--- config.mk ---
export PLATFORM = sky130hd
export DESIGN_NAME = issue_unit
export DESIGN_NICKNAME = d
export VERILOG_FILES = /design/src/logic/issue_pkg.sv /design/src/logic/inst_decode.sv /design/src/logic/operand_select.sv /design/src/logic/register_status.sv /design/src/logic/result_table.sv /design/src/logic/issue_ctrl.sv /design/src/logic/issue_unit.sv
export VERILOG_INCLUDE_DIRS = /design/src /design/src/logic
export SDC_FILE = /design/constraint.sdc
export NUM_CORES = 2
export LEC_CHECK = 0
export ABC_CLOCK_PERIOD_IN_PS = 20900
export BUFFER_PORTS_ARGS = -buffer_cell sky130_fd_sc_hd__buf_2
export CAP_MARGIN = 30
export CORE_ASPECT_RATIO = 0.6
export CORE_MARGIN = 3
export CORE_UTILIZATION = 45
export DETAILED_ROUTE_END_ITERATION = 7
export PLACE_DENSITY = 0.6
export SETUP_SLACK_MARGIN = 0.05
export SYNTH_ARGS = -nofsm -noshare
export SYNTH_HDL_FRONTEND = slang
export SYNTH_HIERARCHICAL = 1
export SYNTH_SLANG_ARGS = --single-unit
--- constraint.sdc ---
create_clock -name clk_in -period 20.9 [get_ports clk_in]
set_input_delay 1.045 -clock clk_in [delete_from_list [all_inputs] [get_ports clk_in]]
set_output_delay 1.045 -clock clk_in [all_outputs]
set_load 0.01 [all_outputs]
--- src/logic/issue_config.svh ---
`ifndef ISSUE_CONFIG_SVH
`define ISSUE_CONFIG_SVH

// Data word and PC width
`define ISSUE_XLEN 32

// Architectural registers x0..x31
`define ISSUE_NUM_REGS 32

// ROB tag width, tag 0 reserved for no dependency
`define ISSUE_TAG_W 3

`endif

--- src/logic/issue_pkg.sv ---
`default_nettype none

`include "issue_config.svh"

package issue_pkg;

    typedef logic [`ISSUE_XLEN-1:0]             word_t;
    typedef logic [$clog2(`ISSUE_NUM_REGS)-1:0] reg_idx_t;
    typedef logic [`ISSUE_TAG_W-1:0]            tag_t;
    typedef logic [3:0]                         alu_op_t;  // {inst[30], funct3}
    typedef logic [2:0]                         mem_op_t;  // Load/store funct3

    typedef enum logic {
        ST_ISSUE,
        ST_REDIRECT
    } issue_state_e;

    typedef struct packed {
        word_t inst;
        word_t pc;
    } fetch_t;

    typedef struct packed {
        logic     is_alu;      // R-type and I-type ALU
        logic     is_load;
        logic     is_store;
        logic     is_lui;
        logic     is_auipc;
        logic     is_jal;
        logic     is_illegal;
        reg_idx_t rd;          // Zero for classes without a destination
        reg_idx_t rs1;
        reg_idx_t rs2;
        logic     uses_rs2;
        alu_op_t  alu_op;
        mem_op_t  mem_op;
        word_t    imm;         // Sign extended, or shift amount
        logic     writes_rd;
    } decoded_t;

    // Tag 0 means the value is valid
    typedef struct packed {
        word_t value;
        tag_t  tag;
    } operand_t;

    typedef struct packed {
        tag_t  tag;            // 0 when idle
        word_t value;
    } cdb_t;

    typedef struct packed {
        tag_t     tag;
        reg_idx_t rd;
        word_t    value;
    } commit_t;

    typedef struct packed {
        reg_idx_t rd;
        logic     value_ready;
        word_t    value;
    } rob_entry_t;

    typedef struct packed {
        alu_op_t op;
        word_t   vj;
        word_t   vk;
        tag_t    qj;
        tag_t    qk;
        tag_t    dest;
    } alu_issue_t;

    typedef struct packed {
        mem_op_t     op;
        word_t       vj;       // Base address
        tag_t        qj;
        tag_t        dest;
        logic [11:0] offset;
    } load_issue_t;

    typedef struct packed {
        mem_op_t     op;
        word_t       vj;       // Base address
        word_t       vk;       // Store data
        tag_t        qj;
        tag_t        qk;
        tag_t        dest;
        logic [11:0] offset;
    } store_issue_t;

endpackage

`default_nettype wire

--- src/logic/inst_decode.sv ---
`timescale 1ns/100ps
`default_nettype none

module inst_decode (
    input  wire issue_pkg::word_t inst,
    output issue_pkg::decoded_t   dec
);

    localparam logic [6:0] OP_R     = 7'b0110011;
    localparam logic [6:0] OP_IMM   = 7'b0010011;
    localparam logic [6:0] OP_LUI   = 7'b0110111;
    localparam logic [6:0] OP_AUIPC = 7'b0010111;
    localparam logic [6:0] OP_JAL   = 7'b1101111;
    localparam logic [6:0] OP_LOAD  = 7'b0000011;
    localparam logic [6:0] OP_STORE = 7'b0100011;

    logic [6:0]          opcode;
    logic [2:0]          funct3;
    logic                is_shift;
    issue_pkg::reg_idx_t rd_field;
    issue_pkg::word_t    imm_i;
    issue_pkg::word_t    imm_s;
    issue_pkg::word_t    imm_u;
    issue_pkg::word_t    imm_j;

    assign opcode   = inst[6:0];
    assign funct3   = inst[14:12];
    assign rd_field = inst[11:7];
    assign is_shift = (funct3 == 3'b001) || (funct3 == 3'b101);  // SLLI, SRLI, SRAI

    assign imm_i = {{20{inst[31]}}, inst[31:20]};
    assign imm_s = {{20{inst[31]}}, inst[31:25], inst[11:7]};
    assign imm_u = {inst[31:12], 12'b0};
    assign imm_j = {{12{inst[31]}}, inst[19:12], inst[20], inst[30:21], 1'b0};

    always_comb begin
        dec        = '0;
        dec.rs1    = inst[19:15];
        dec.rs2    = inst[24:20];
        dec.mem_op = funct3;
        dec.alu_op = {inst[30], funct3};
        case (opcode)
            OP_R: begin
                dec.is_alu   = 1'b1;
                dec.uses_rs2 = 1'b1;
                dec.rd       = rd_field;
            end
            OP_IMM: begin
                dec.is_alu = 1'b1;
                dec.rd     = rd_field;
                if (is_shift) begin
                    dec.imm = {27'b0, inst[24:20]};  // Bit 30 picks SRAI
                end else begin
                    dec.imm       = imm_i;
                    dec.alu_op[3] = 1'b0;            // Bit 30 is immediate here
                end
            end
            OP_LUI: begin
                dec.is_lui = 1'b1;
                dec.rd     = rd_field;
                dec.imm    = imm_u;
            end
            OP_AUIPC: begin
                dec.is_auipc = 1'b1;
                dec.rd       = rd_field;
                dec.imm      = imm_u;
            end
            OP_JAL: begin
                dec.is_jal = 1'b1;
                dec.rd     = rd_field;
                dec.imm    = imm_j;
            end
            OP_LOAD: begin
                dec.is_load = 1'b1;
                dec.rd      = rd_field;
                dec.imm     = imm_i;
            end
            OP_STORE: begin
                dec.is_store = 1'b1;
                dec.uses_rs2 = 1'b1;
                dec.imm      = imm_s;    // rd field holds imm bits
            end
            default: begin
                dec.is_illegal = 1'b1;
            end
        endcase
        dec.writes_rd = (dec.rd != '0);
    end

endmodule

`default_nettype wire

--- src/logic/operand_select.sv ---
`timescale 1ns/100ps
`default_nettype none

module operand_select (
    input  wire issue_pkg::operand_t status,   // Register value and rename tag
    input  wire issue_pkg::cdb_t     cdb,
    input  wire issue_pkg::operand_t stored,   // Result table lookup of status.tag
    output issue_pkg::operand_t      operand
);

    always_comb begin
        if (status.tag == '0) begin
            operand = status;                  // Architectural value, covers x0
        end else if (cdb.tag == status.tag) begin
            operand.value = cdb.value;         // Broadcast this cycle
            operand.tag   = '0;
        end else if (stored.tag == '0) begin
            operand = stored;
        end else begin
            // Still in flight
            operand.value = '0;
            operand.tag   = status.tag;
        end
    end

endmodule

`default_nettype wire

--- src/logic/register_status.sv ---
`timescale 1ns/100ps
`default_nettype none

`include "issue_config.svh"

module register_status (
    input  wire                       clk_in,
    input  wire                       rst_n,
    input  wire issue_pkg::reg_idx_t  rs1,
    input  wire issue_pkg::reg_idx_t  rs2,
    input  wire                       rename_valid,
    input  wire issue_pkg::reg_idx_t  rename_rd,
    input  wire issue_pkg::tag_t      rename_tag,
    input  wire                       commit_valid,
    input  wire issue_pkg::commit_t   commit,
    output issue_pkg::operand_t       src1,
    output issue_pkg::operand_t       src2
);

    issue_pkg::word_t regs [`ISSUE_NUM_REGS];
    issue_pkg::tag_t  tags [`ISSUE_NUM_REGS];   // ROB tag of the newest writer

    always_ff @(posedge clk_in) begin
        if (!rst_n) begin
            for (int i = 0; i < `ISSUE_NUM_REGS; i++) begin
                regs[i] <= '0;
                tags[i] <= '0;
            end
        end else begin
            if (commit_valid && (commit.rd != '0)) begin
                regs[commit.rd] <= commit.value;
                // Only clear if no younger writer took the register
                if (tags[commit.rd] == commit.tag) begin
                    tags[commit.rd] <= '0;
                end
            end
            // Later assignment, so a same-edge rename beats the clear
            if (rename_valid && (rename_rd != '0)) begin
                tags[rename_rd] <= rename_tag;
            end
        end
    end

    assign src1.value = regs[rs1];
    assign src1.tag   = tags[rs1];
    assign src2.value = regs[rs2];
    assign src2.tag   = tags[rs2];

endmodule

`default_nettype wire

--- src/logic/result_table.sv ---
`timescale 1ns/100ps
`default_nettype none

`include "issue_config.svh"

module result_table (
    input  wire                    clk_in,
    input  wire                    rst_n,
    input  wire issue_pkg::cdb_t   cdb,
    input  wire                    alloc_valid,
    input  wire issue_pkg::tag_t   alloc_tag,
    input  wire                    alloc_ready,   // Value known at issue
    input  wire issue_pkg::word_t  alloc_value,
    input  wire issue_pkg::tag_t   rd_tag1,
    input  wire issue_pkg::tag_t   rd_tag2,
    output issue_pkg::operand_t    res1,
    output issue_pkg::operand_t    res2
);

    localparam int NUM_TAGS = 1 << `ISSUE_TAG_W;

    issue_pkg::word_t    values [NUM_TAGS];
    logic [NUM_TAGS-1:0] ready;

    always_ff @(posedge clk_in) begin
        if (!rst_n) begin
            ready <= '0;
        end else begin
            if (cdb.tag != '0) begin
                ready[cdb.tag] <= 1'b1;
            end
            if (alloc_valid) begin
                ready[alloc_tag] <= alloc_ready;  // Reused tag starts pending
            end
        end
    end

    always_ff @(posedge clk_in) begin
        if (cdb.tag != '0) begin
            values[cdb.tag] <= cdb.value;
        end
        if (alloc_valid && alloc_ready) begin
            values[alloc_tag] <= alloc_value;
        end
    end

    assign res1.value = ready[rd_tag1] ? values[rd_tag1] : '0;
    assign res1.tag   = ready[rd_tag1] ? '0 : rd_tag1;
    assign res2.value = ready[rd_tag2] ? values[rd_tag2] : '0;
    assign res2.tag   = ready[rd_tag2] ? '0 : rd_tag2;

endmodule

`default_nettype wire

--- src/logic/issue_ctrl.sv ---
`timescale 1ns/100ps
`default_nettype none

module issue_ctrl (
    input  wire                          clk_in,
    input  wire                          rst_n,
    input  wire                          fetch_valid,
    input  wire issue_pkg::fetch_t       fetch,
    output logic                         fetch_ready,
    input  wire issue_pkg::decoded_t     dec,
    input  wire issue_pkg::operand_t     op1,
    input  wire issue_pkg::operand_t     op2,
    input  wire                          rob_full,
    input  wire issue_pkg::tag_t         rob_tag,
    input  wire                          alu_full,
    input  wire                          load_full,
    input  wire                          store_full,
    output logic                         rename_valid,
    output logic                         alloc_ready,
    output issue_pkg::word_t             alloc_value,
    output logic                         rob_alloc_valid,
    output issue_pkg::rob_entry_t        rob_entry,
    output logic                         alu_issue_valid,
    output issue_pkg::alu_issue_t        alu_issue,
    output logic                         load_issue_valid,
    output issue_pkg::load_issue_t       load_issue,
    output logic                         store_issue_valid,
    output issue_pkg::store_issue_t      store_issue,
    output logic                         redirect_valid,
    output issue_pkg::word_t             redirect_pc
);

    localparam issue_pkg::alu_op_t ALU_ADD = 4'b0000;

    issue_pkg::issue_state_e state;
    logic                    to_alu;
    logic                    station_full;
    logic                    accept;
    issue_pkg::word_t        pc_plus4;

    assign to_alu       = dec.is_alu || dec.is_auipc;
    assign station_full = (to_alu && alu_full) || (dec.is_load && load_full)
                          || (dec.is_store && store_full);
    assign fetch_ready  = (state == issue_pkg::ST_ISSUE) && !rob_full && !station_full;
    assign accept       = fetch_valid && fetch_ready;

    // Every legal class takes a ROB entry
    assign rename_valid = accept && !dec.is_illegal;
    assign pc_plus4     = fetch.pc + issue_pkg::word_t'(4);
    assign alloc_ready  = dec.is_lui || dec.is_jal;
    assign alloc_value  = dec.is_jal ? pc_plus4 : dec.imm;

    always_ff @(posedge clk_in) begin
        if (!rst_n) begin
            state             <= issue_pkg::ST_ISSUE;
            rob_alloc_valid   <= 1'b0;
            alu_issue_valid   <= 1'b0;
            load_issue_valid  <= 1'b0;
            store_issue_valid <= 1'b0;
            redirect_valid    <= 1'b0;
        end else begin
            case (state)
                issue_pkg::ST_ISSUE: begin
                    if (accept && dec.is_jal) begin
                        state <= issue_pkg::ST_REDIRECT;
                    end
                end
                issue_pkg::ST_REDIRECT: begin
                    state <= issue_pkg::ST_ISSUE;   // Fetcher restarts at target
                end
                default: begin
                    state <= issue_pkg::ST_ISSUE;
                end
            endcase
            rob_alloc_valid   <= rename_valid;
            alu_issue_valid   <= accept && to_alu;
            load_issue_valid  <= accept && dec.is_load;
            store_issue_valid <= accept && dec.is_store;
            redirect_valid    <= accept && dec.is_jal;
        end
    end

    // Payloads, qualified by the valids above
    always_ff @(posedge clk_in) begin
        if (accept) begin
            rob_entry.rd          <= dec.writes_rd ? dec.rd : '0;
            rob_entry.value_ready <= alloc_ready;
            rob_entry.value       <= alloc_ready ? alloc_value : '0;

            // AUIPC becomes PC + U immediate
            alu_issue.op   <= dec.is_auipc ? ALU_ADD : dec.alu_op;
            alu_issue.vj   <= dec.is_auipc ? fetch.pc : op1.value;
            alu_issue.qj   <= dec.is_auipc ? '0 : op1.tag;
            alu_issue.vk   <= dec.uses_rs2 ? op2.value : dec.imm;
            alu_issue.qk   <= dec.uses_rs2 ? op2.tag : '0;
            alu_issue.dest <= rob_tag;

            load_issue.op     <= dec.mem_op;
            load_issue.vj     <= op1.value;
            load_issue.qj     <= op1.tag;
            load_issue.dest   <= rob_tag;
            load_issue.offset <= dec.imm[11:0];

            store_issue.op     <= dec.mem_op;
            store_issue.vj     <= op1.value;
            store_issue.vk     <= op2.value;
            store_issue.qj     <= op1.tag;
            store_issue.qk     <= op2.tag;
            store_issue.dest   <= rob_tag;
            store_issue.offset <= dec.imm[11:0];

            redirect_pc <= fetch.pc + dec.imm;  // JAL target
        end
    end

endmodule

`default_nettype wire

--- src/logic/issue_unit.sv ---
`timescale 1ns/100ps
`default_nettype none

module issue_unit (
    input  wire                          clk_in,
    input  wire                          rst_n,
    input  wire                          fetch_valid,
    input  wire issue_pkg::fetch_t       fetch,
    output wire                          fetch_ready,
    input  wire                          rob_full,
    input  wire issue_pkg::tag_t         rob_tag,
    input  wire                          alu_full,
    input  wire                          load_full,
    input  wire                          store_full,
    input  wire issue_pkg::cdb_t         cdb,
    input  wire                          commit_valid,
    input  wire issue_pkg::commit_t      commit,
    output wire                          rob_alloc_valid,
    output wire issue_pkg::rob_entry_t   rob_entry,
    output wire                          alu_issue_valid,
    output wire issue_pkg::alu_issue_t   alu_issue,
    output wire                          load_issue_valid,
    output wire issue_pkg::load_issue_t  load_issue,
    output wire                          store_issue_valid,
    output wire issue_pkg::store_issue_t store_issue,
    output wire                          redirect_valid,
    output wire issue_pkg::word_t        redirect_pc
);

    issue_pkg::decoded_t dec;
    issue_pkg::operand_t src1;
    issue_pkg::operand_t src2;
    issue_pkg::operand_t res1;
    issue_pkg::operand_t res2;
    issue_pkg::operand_t op1;
    issue_pkg::operand_t op2;
    logic                rename_valid;
    logic                alloc_ready;
    issue_pkg::word_t    alloc_value;

    inst_decode u_decode (
        .inst (fetch.inst),
        .dec  (dec)
    );

    register_status u_regs (
        .clk_in       (clk_in),
        .rst_n        (rst_n),
        .rs1          (dec.rs1),
        .rs2          (dec.rs2),
        .rename_valid (rename_valid),
        .rename_rd    (dec.rd),
        .rename_tag   (rob_tag),
        .commit_valid (commit_valid),
        .commit       (commit),
        .src1         (src1),
        .src2         (src2)
    );

    // Looked up by rename tag
    result_table u_results (
        .clk_in      (clk_in),
        .rst_n       (rst_n),
        .cdb         (cdb),
        .alloc_valid (rename_valid),
        .alloc_tag   (rob_tag),
        .alloc_ready (alloc_ready),
        .alloc_value (alloc_value),
        .rd_tag1     (src1.tag),
        .rd_tag2     (src2.tag),
        .res1        (res1),
        .res2        (res2)
    );

    operand_select u_sel1 (
        .status  (src1),
        .cdb     (cdb),
        .stored  (res1),
        .operand (op1)
    );

    operand_select u_sel2 (
        .status  (src2),
        .cdb     (cdb),
        .stored  (res2),
        .operand (op2)
    );

    issue_ctrl u_ctrl (
        .clk_in            (clk_in),
        .rst_n             (rst_n),
        .fetch_valid       (fetch_valid),
        .fetch             (fetch),
        .fetch_ready       (fetch_ready),
        .dec               (dec),
        .op1               (op1),
        .op2               (op2),
        .rob_full          (rob_full),
        .rob_tag           (rob_tag),
        .alu_full          (alu_full),
        .load_full         (load_full),
        .store_full        (store_full),
        .rename_valid      (rename_valid),
        .alloc_ready       (alloc_ready),
        .alloc_value       (alloc_value),
        .rob_alloc_valid   (rob_alloc_valid),
        .rob_entry         (rob_entry),
        .alu_issue_valid   (alu_issue_valid),
        .alu_issue         (alu_issue),
        .load_issue_valid  (load_issue_valid),
        .load_issue        (load_issue),
        .store_issue_valid (store_issue_valid),
        .store_issue       (store_issue),
        .redirect_valid    (redirect_valid),
        .redirect_pc       (redirect_pc)
    );

endmodule

`default_nettype wire

==> results.py <==
metrics = {
    "run_status": {
        "status": "completed",
    },
    "placed_design": {
        "gp_congestion": 1.00,
        "port_buffers": 443,
        "dp_hpwl_um": 207000,
        "dp_cells": 8689,
    },
    "grt": {
        "grt_pass1_wl_um": 476000,
        "grt_max_degree": 156,
        "grt_pass1_vias": 59000,
        "grtUsageTotal": 0.321,
        "antenna_found_initial": 44,
        "grt_overflow_total": 0,
    },
    "sta": {
        "post-route-period-util": 0.258,
        "rsz0062_at_grt": "no",
        "final-hold-violation-count": 0,
        "tightest_slew_ps": 1220,
        "setup_viol": 0,
        "slew_violations": 0,
        "finClkSkew_ps": 41.1,
        "relSlewSlack": 0.187,
        "clock.fmax_ghz": 0.186,
        "whs_ps": 442,
        "fin_setup_tns_ps": 0,
        "period_needed_ps": 5390,
    },
    "setup_path": {
        "worst-setup-path-type": "input port to flip-flop",
        "start_kind": "input port",
        "end_kind": "flip-flop",
        "crit_required_ps": 21440,
        "crit_fanout": 6,
        "worst_ep_arrival_time_ps": 5930,
    },
    "routing": {
        "vias_per_cell": 6.89,
        "vias": 62200,
        "drc_errors": 0,
        "drtAntennaViolNets": 0,
        "wl_per_cell_um": 38.1,
        "wl_um": 344000,
        "drt_pass1_iterations": 6,
        "drt-initial-drc-count": 10400,
    },
    "synth": {
        "yosys_warnings": 6,
        "yosys-top-cells-area": "edfxtp_1, mux4_2, and3_1",
        "syn_area_per_cell_um2": 15.1,
        "synth_edf_count": 1608,
        "yosys.cell_types.count": 98,
        "ys_seq_area_frac": 0.528,
        "syn-cell-area_um2": 92000,
        "synthCells": 6086,
        "ys.flop_type": "edfxtp_1",
        "ys_async_sr_fraction": 0,
        "synth_seq_cells": 1622,
        "yosysTopAreaCellShare": 0.525,
        "synth.largest_area_cell": "edfxtp_1",
    },
    "power": {
        "power_frac_seq": 0.464,
        "clockPowerShare": 0.359,
        "combinationalPowerShare": 0.177,
        "peakVddDrop_uv": 67.0,
        "p_per_area_nw_per_um2": 82.2,
        "swShare": 0.280,
        "power.switching_mw": 2.34,
        "leakage_nw": 37.1,
        "p_int_mw": 6.00,
    },
    "final_layout": {
        "instances_no_fill": 9031,
        "area_growth_pct": 10.3,
        "drive_gt1_frac": 0.366,
        "most-common-layout-cells": "edfxtp_1, mux4_2, and3_1",
        "fin_nets": 6345,
        "final_common_cell": "edfxtp_1",
    },
    "clock_tree": {
        "cts-resized-gates": 0,
        "cts_hold_buf": 0,
        "clk_pin_slew_ps": 70,
        "cts_buffers": 165,
        "postCtsSetupBuffers": 0,
        "cts-root-buf": "clkbuf_16",
        "cts_tree": "yes",
        "cts_sinks": 1622,
        "clk_latency_ps": 840,
        "cts.path.max_buffers": 4,
        "htreeDepth": 4,
    },
    "min_path": {
        "hold_path.class": "input port to flip-flop",
    },
    "die": {
        "start_util": 0.456,
        "die_w_um": 590,
        "fp-row-count": 127,
        "io_pins": 444,
        "die-area_um2": 210000,
        "die_y_um": 356,
        "core_um2": 201000,
    },
    "run": {
        "maxCapViolCount": 0,
    },
}
## state kept, by name, indices dropped and copies added (netlist names), 8 cells and up
name / flops
u_ctrl/alu_issue: 74
u_ctrl/store_issue: 70
u_regs/regs: 1024
u_results/ready: 8
u_results/values: 256
u_ctrl/load_issue: 18
u_ctrl/redirect_pc: 32
u_regs/tags: 96
u_ctrl/rob_entry: 38
## logic make-up (layout without fill, tap and decap cells)
kind of cell    count (synthesis)  count (layout)  share of synthesized area
buf+inv                       856            1020                     0.0446
simple gates                 1810            1810                      0.114
xor+xnor                       65              65                    0.00668
mux                          1259            1259                      0.259
fa+ha+maj                      33              33                    0.00457
other cells                     1              73                  0.0000408
compound gates                440             440                     0.0429
flops                        1622            1622                      0.528
## layer usage
layer	part of all wire	global-route usage
met1	0.41	0.484
met2	0.41	0.431
met5	0.000093	0
met3	0.15	0.120
met4	0.028	0.0896
## cell usage after synthesis, types with 47 or more instances
cell,n
nand4_1,76
edfxtp_1,1608
mux4_2,826
and2_1,423
buf_2,68
mux2_2,353
nor2_1,102
nand2_1,216
nand3_1,164
a21oi_1,47
buf_1,58
o31ai_2,58
clkbuf_1,469
and3_1,718
inv_1,116
o31a_1,64
o211ai_2,55
buf_4,98
## stage by stage
step | util | power, mW | setup WS [ps] | cell area [µm²]
final | 0.503 | 8.34 | 15510 | 101000
after global routing | 0.503 | 8.56 | 15290 | 101000
after CTS | 0.501 | 8.32 | 15580 | 101000
after detailed placement | 0.476 | 5.37 | 14730 | 95800
after global placement | 0.475 | 5.35 | 14750 | 95700
after floorplan | - | 4.85 | 9600 | 92100
## final timing paths
path / to / start / depth (start not counted) / slack (ps)
setup / recovery: u_ctrl/redirect_pc[31] / fetch[45] / 14 / 15510
hold reg to reg: u_results/ready[0] / u_results/ready[0] / 2 / 540
hold / removal: u_ctrl/store_issue[85] / fetch[44] / 1 / 440
setup reg to reg: u_ctrl/alu_issue[65] / u_regs/tags[30][0] / 12 / 15780
## worst max-delay path: stages
cell and delay, ps:
buf_2 140, nor2b_1 120, buf_4 270, o21ai_0 160, a21oi_1 980, nor2b_1 420
ha_1 500, nand2_1 170, a311o_1 460, a22oi_1 670, a41o_1 450, a211oi_2 190
nor3b_1 260, a311oi_1 70
## final cells by class
class	count	area, µm²
well taps	2709	3390
diodes	38	95.1
repair buffers	615	3980
inverters	116	435
flip-flops and latches	1622	48600
multi-input cells	3642	39800
fillers	16800	100000
clock buffers	201	4380
clock inverters	88	781
## power groups by stage
| stage | Combinational [mW] | Sequential [mW] | Clock, mW |
|---|---|---|---|
| after CTS | 1.43 | 3.87 | 3.02 |
| after global placement | 1.42 | 3.93 | 0 |
| after floorplan | 0.934 | 3.92 | 0 |
| after global routing | 1.52 | 3.89 | 3.15 |
| final | 1.48 | 3.87 | 2.99 |
| after detailed placement | 1.43 | 3.94 | 0 |
No activity file was read; power rests on OpenSTA's default activity.
